[src/hdl/render_defs.svh]
`ifndef RENDER_DEFS_SVH
`define RENDER_DEFS_SVH

// Coordinate arithmetic width, wraps at 2048
`define COORD_W 11

// Screen geometry
`define SCREEN_WIDTH 640
`define FLOOR_Y 240
`define OBSTACLE_OFFSET 250

// Goose placement and size
`define GOOSE_X 50
`define GOOSE_W 16
`define GOOSE_H 16

// Emblem obstacle size
`define EMBLEM_W 40
`define EMBLEM_H 48

`define COLOR_BITS 3 // Bits per ROM pixel

`endif

[src/hdl/render_pkg.sv]
`include "render_defs.svh"

package render_pkg;

    typedef enum logic [`COLOR_BITS-1:0] {
        COLOR_TRANSPARENT = 3'd0,
        COLOR_GOOSE_BODY  = 3'd1,
        COLOR_BLACK       = 3'd2,
        COLOR_BEAK        = 3'd3,
        COLOR_GOLD        = 3'd4,
        COLOR_WHITE       = 3'd5,
        COLOR_RED         = 3'd6
    } color_idx_e;

    typedef struct packed {
        logic [1:0] r;
        logic [1:0] g;
        logic [1:0] b;
    } rgb_t;

    typedef struct packed {
        logic opaque;
        rgb_t color;
    } layer_pixel_t;

    typedef struct packed {
        logic [9:0] haddr;
        logic [9:0] vaddr;
        logic       display_on;
    } beam_t;

    function automatic rgb_t palette(input color_idx_e idx);
        case (idx)
            COLOR_GOOSE_BODY: palette = '{r: 2'd2, g: 2'd2, b: 2'd1}; // Brown
            COLOR_BLACK:      palette = '{r: 2'd0, g: 2'd0, b: 2'd0};
            COLOR_BEAK:       palette = '{r: 2'd3, g: 2'd2, b: 2'd1}; // Orange
            COLOR_GOLD:       palette = '{r: 2'd3, g: 2'd2, b: 2'd0};
            COLOR_WHITE:      palette = '{r: 2'd3, g: 2'd3, b: 2'd3};
            COLOR_RED:        palette = '{r: 2'd2, g: 2'd0, b: 2'd0};
            default:          palette = '{r: 2'd0, g: 2'd0, b: 2'd0};
        endcase
    endfunction

endpackage

[src/hdl/layer_compositor.sv]
`timescale 1ns/1ps
`include "render_defs.svh"

module layer_compositor (
    input  logic                     clk,
    input  logic                     sys_rst,
    input  render_pkg::beam_t        beam,
    input  render_pkg::layer_pixel_t goose_px,
    input  render_pkg::layer_pixel_t emblem_px,
    output render_pkg::rgb_t         pixel,
    output logic                     collision
);
    import render_pkg::*;

    layer_pixel_t bg_d;
    layer_pixel_t bg_q;
    rgb_t         mixed;

    always_comb begin
        bg_d = '0;
        if (beam.display_on) begin
            bg_d.opaque = 1'b1;
            if ({1'b0, beam.vaddr} < `COORD_W'(`FLOOR_Y)) begin
                bg_d.color = rgb_t'{r: 2'd0, g: 2'd3, b: 2'd3}; // Sky
            end else begin
                bg_d.color = rgb_t'{r: 2'd1, g: 2'd1, b: 2'd1}; // Floor
            end
        end
    end

    // Lines up with the registered sprite pixels
    always_ff @(posedge clk) begin
        if (sys_rst) begin
            bg_q <= '0;
        end else begin
            bg_q <= bg_d;
        end
    end

    always_comb begin
        if (goose_px.opaque) mixed = goose_px.color;
        else if (emblem_px.opaque) mixed = emblem_px.color;
        else if (bg_q.opaque) mixed = bg_q.color;
        else mixed = '0;
    end

    assign pixel     = beam.display_on ? mixed : '0; // Blank on current display_on
    assign collision = goose_px.opaque && emblem_px.opaque;

endmodule

[config.mk]
export PLATFORM = sky130hd
export DESIGN_NAME = layer_compositor
export DESIGN_NICKNAME = d
export VERILOG_FILES = /design/src/hdl/render_pkg.sv /design/src/hdl/layer_compositor.sv
export VERILOG_INCLUDE_DIRS = /design/src /design/src/hdl
export SDC_FILE = /design/constraint.sdc
export NUM_CORES = 1
export LEC_CHECK = 0
export ABC_AREA = 1
export BUFFER_PORTS_ARGS = -buffer_cell sky130_fd_sc_hd__clkbuf_2
export CORE_AREA = 2 2 39 41
export DETAILED_ROUTE_END_ITERATION = 7
export DIE_AREA = 0 0 41 43
export PLACE_DENSITY = 0.74
export SLEW_MARGIN = 20
export SYNTH_ARGS = -nofsm -noshare
export SYNTH_HDL_FRONTEND = slang
export SYNTH_SLANG_ARGS = --single-unit
[constraint.sdc]
create_clock -name clk -period 0.8 [get_ports clk]
set_clock_uncertainty 0.15 [all_clocks]
set_input_delay 0.08 -clock clk [delete_from_list [all_inputs] [get_ports clk]]
set_output_delay 0.08 -clock clk [all_outputs]
set_load 0.01 [all_outputs]
Yosys cells after proc, flatten, opt, wreduce, memory -nomap -nowiden --
Index checks and enable logic that the tools add are counted.
Operators by class: add/subtract/negate cells 0, multiply operators 0, divide/modulo/power cells 0, order comparisons 1, equal/unequal tests 0, shifts and indexed selects 0, mux-type cells 6, bitwise operators 1, reduce and logical (&&, ||, !) cells 2
Operator list (number):
- $mux W6 | 4
- $lt A10 B8 Y1 const B | 1
- $mux W7 | 1
- $mux W5 | 1
- $reduce_or A2 Y1 | 1
- $logic_and A1 B1 Y1 | 1
- $not A1 Y1 | 1
Storage, ports and cells: register bits 7, bits in latches 0, memory bits (writable) 0, bits in read-only memories 0, bits of input ports 37, memories 0

Depth between registers and ports, before layout --
depth after elaboration 4, depth in mapped cells 5

Worst setup path after synthesis --
No wires, ideal clock.
path kind register to output, start point reg bg_q[6] (netlist name), end point out pixel[0] (netlist name), data arrival time 0.649 ns, data required time 0.570 ns, setup slack -0.079 ns, cell stages (with the launch flop) 5, path through dfxtp_1 > nand2_1 > nand2_1 > nand2_1 > nor2_1
RTL lines:
- start, declared | RTL line layer_compositor.sv:16 | layer_pixel_t bg_q;
- start signal, assigned | RTL line layer_compositor.sv:36 | bg_q <= bg_d;
- end, declared | RTL line layer_compositor.sv:10 | output render_pkg::rgb_t pixel,

==> flow_summary.json <==
{
  "status": "complete, but fails checks",
  "violations": "hold timing, setup timing",
  "die_h_microns": 43,
  "p_seq_share_pct": 32.5,
  "drc": 0,
  "largest_register_ffs": 4,
  "path_clk_slew_ns": 0.04,
  "synth-seq-cells": 4,
  "cellPowerDensity_mw_per_mm2": 1217,
  "syn_area_per_cell_sq_um": 5.393,
  "finalCoreUtilization_pct": 39.15,
  "netlist_instances": 58,
  "fin_tns_setup_ns": -1.761,
  "nets": 129,
  "antenna_found_initial": 0,
  "netlist_area_sq_um": 312.8,
  "cts_buffers": 3,
  "wl_per_cell_microns": 7.208,
  "syn_nets": 95,
  "fin_ws_ns": -0.3632,
  "regMostFlops": "bg_q",
  "rows": 14,
  "worstPathArrival_ns": 0.93,
  "diodes": 0,
  "start_kind": "flop",
  "drive_above_1_share_pct": 50.00,
  "finalHoldViolCount": 4,
  "path_class": "flop to primary output",
  "rsz0062_at_grt": "true",
  "synth-xor-area-share_pct": 0,
  "tightest_slew_ns": 0.1367,
  "post-route-period-util_pct": 145.4,
  "postCtsSetupBuffers": 0,
  "path_cells": "nand2_1 > nand2_2 > nand2_1 > nor2_2 > buf_2",
  "cpPeakStageDelay_ns": 0.32,
  "gr-total-overflow": 0,
  "grt_util_all_layers_pct": 10.35,
  "top_regs": "bg_q: 4 flops",
  "root_buffer": "clkbuf_4",
  "grt_max_degree": 10,
  "cpMostUsedCell": "nand2_1",
  "swShare_pct": 27.21,
  "critPathRequiredTime_ns": 0.57,
  "final_cell_mix": "clkbuf_2 (21), nand2_1 (16), inv_1 (9)",
  "synth_cell_types": 12,
  "yosys_warnings": 0,
  "period_needed_ns": 1.163,
  "io_pins": 44,
  "drv_slew": 0,
  "synth-compound-area-share_pct": 9.600,
  "ir_drop_mv": 0.5575,
  "syn_to_final_growth_pct": 73.20,
  "cellLeakagePower_nw": 0.3311,
  "grt_first_pass_wirelength_microns": 1228,
  "final_antenna_net_count": 0,
  "hpwlAfterDp_microns": 650.5,
  "cts.sinks": 4,
  "whs_ns": -0.02578,
  "p_int_uw": 480.0,
  "drv_cap": 0,
  "synthAdderAreaFrac_pct": 0,
  "die_area_sq_mm": 0.001763,
  "setup_viol": 6,
  "slowest_stage": "dfxtp_2",
  "start_util_pct": 22.60,
  "clockBufferDepth": 2,
  "worstPathMaxFanout": 3,
  "cts_tree": "built",
  "via_per_inst": 3.925,
  "final_common_cell": "clkbuf_2",
  "drt_iter0_drc": 1,
  "routed_wl_microns": 764,
  "drtPass1Iterations": 2,
  "core-area_sq_mm": 0.001384,
  "vias": 416,
  "cts_max_level": 1,
  "slew_headroom_pct": 90.82,
  "synth_simple_gate_area_share_pct": 44.80,
  "nFillCells": 160,
  "pwr-share-clk_pct": 37.0,
  "switchingPower_uw": 179.5,
  "die_x_microns": 41,
  "max_freq_mhz": 859.7,
  "ys_seq_area_share_pct": 25.60,
  "hold_path.class": "input pin to flop",
  "pwr-share-comb_pct": 30.5,
  "crit_path_end_kind": "primary output",
  "synth_top_family_by_area": "simple AND/OR/NAND/NOR gates",
  "holdPathStages": 3,
  "first_global_vias": 362,
  "place.gp.congestion": 0.6351,
  "synthMuxAreaShare_pct": 0,
  "port_buffers": 29
}
-- cell usage after synthesis --
library cell / number / area [sq um]
nand2_1: 17 / 63.81
nor2_4: 1 / 11.26
nand3_1: 1 / 5.000
nor3_1: 1 / 5.000
inv_4: 1 / 6.260
clkinv_1: 2 / 7.510
buf_6: 1 / 11.26
dfxtp_1: 4 / 80.08
nor2_1: 13 / 48.80
a21oi_1: 6 / 30.03
nand2_2: 1 / 6.260
inv_1: 10 / 37.54
-- per-stage QoR --
step | std cells | instance area (sq um) | worst slack, ns | hold WS [ns] | power (mW)
6_report | 106 | 541.8 | -0.3632 | -0.02578 | 0.6594
3_3_place_gp | 103 | 488.0 | -0.1654 | 0.1941 | 0.4026
3_5_place_dp | 103 | 488.0 | -0.1921 | 0.2036 | 0.4066
5_1_grt | 106 | 541.8 | -0.4705 | 0.006505 | 0.7208
4_1_cts | 106 | 530.5 | -0.3982 | -0.03237 | 0.6743
2_1_floorplan | 58 | 326.6 | -0.04006 | 0.08167 | 0.3191
-- power groups by stage --
| stage | clock network, mW | registers [mW] | logic (mW) |
|---|---|---|---|
| floorplan | 0 | 0.216 | 0.103 |
| global placement | 0 | 0.217 | 0.186 |
| detailed placement | 0 | 0.217 | 0.189 |
| CTS | 0.261 | 0.214 | 0.199 |
| global route | 0.276 | 0.215 | 0.230 |
| finish | 0.244 | 0.214 | 0.201 |
-- critical path, delay by kind of cell, from the launching register on --
family                 cells  cell delay, ns
buffers and inverters      1            0.13
DFF                        1            0.32
and+or+nand+nor            4            0.25
-- area by class of cell --
cell class                      instances  area [sq um]  area share [%]
Multi-Input combinational cell         40         190.2           35.10
Timing Repair Buffer                   30         173.9           32.10
Sequential cell                         4         81.33           15.01
Clock buffer                            3         22.52           4.157
Inverter                               13         53.80           9.931
Tap cell                               16         20.02           3.695
-- routing by layer --
layer  GRT usage [%]  up-vias  share of wire (%)
li1                -      234                  -
met1           10.97      157                 38
met2           15.94       23                 47
met3           3.141        2                 12
met4           8.000        0                2.2
met5               0        -                  0
-- path summary, 6_finish.rpt --
check	endpoint	slack [ns]	startpoint
max	pixel[1]	-0.36	bg_q[6]
min	bg_q[6]	-0.03	beam[0]
-- what timing repair did --
action	4_1_cts	5_1_grt
endpoints found under the setup margin	6	6
gates resized for setup	5	10
pin swaps	5	1
endpoints found under the hold margin	4	0
-- cells by family after synthesis --
logic type | after synthesis
AO/OA/AOI/OAI | 6
buffers and inverters | 14
AND/OR/NAND/NOR | 34
flip-flops | 4
(Power assumes the default switching activity.)
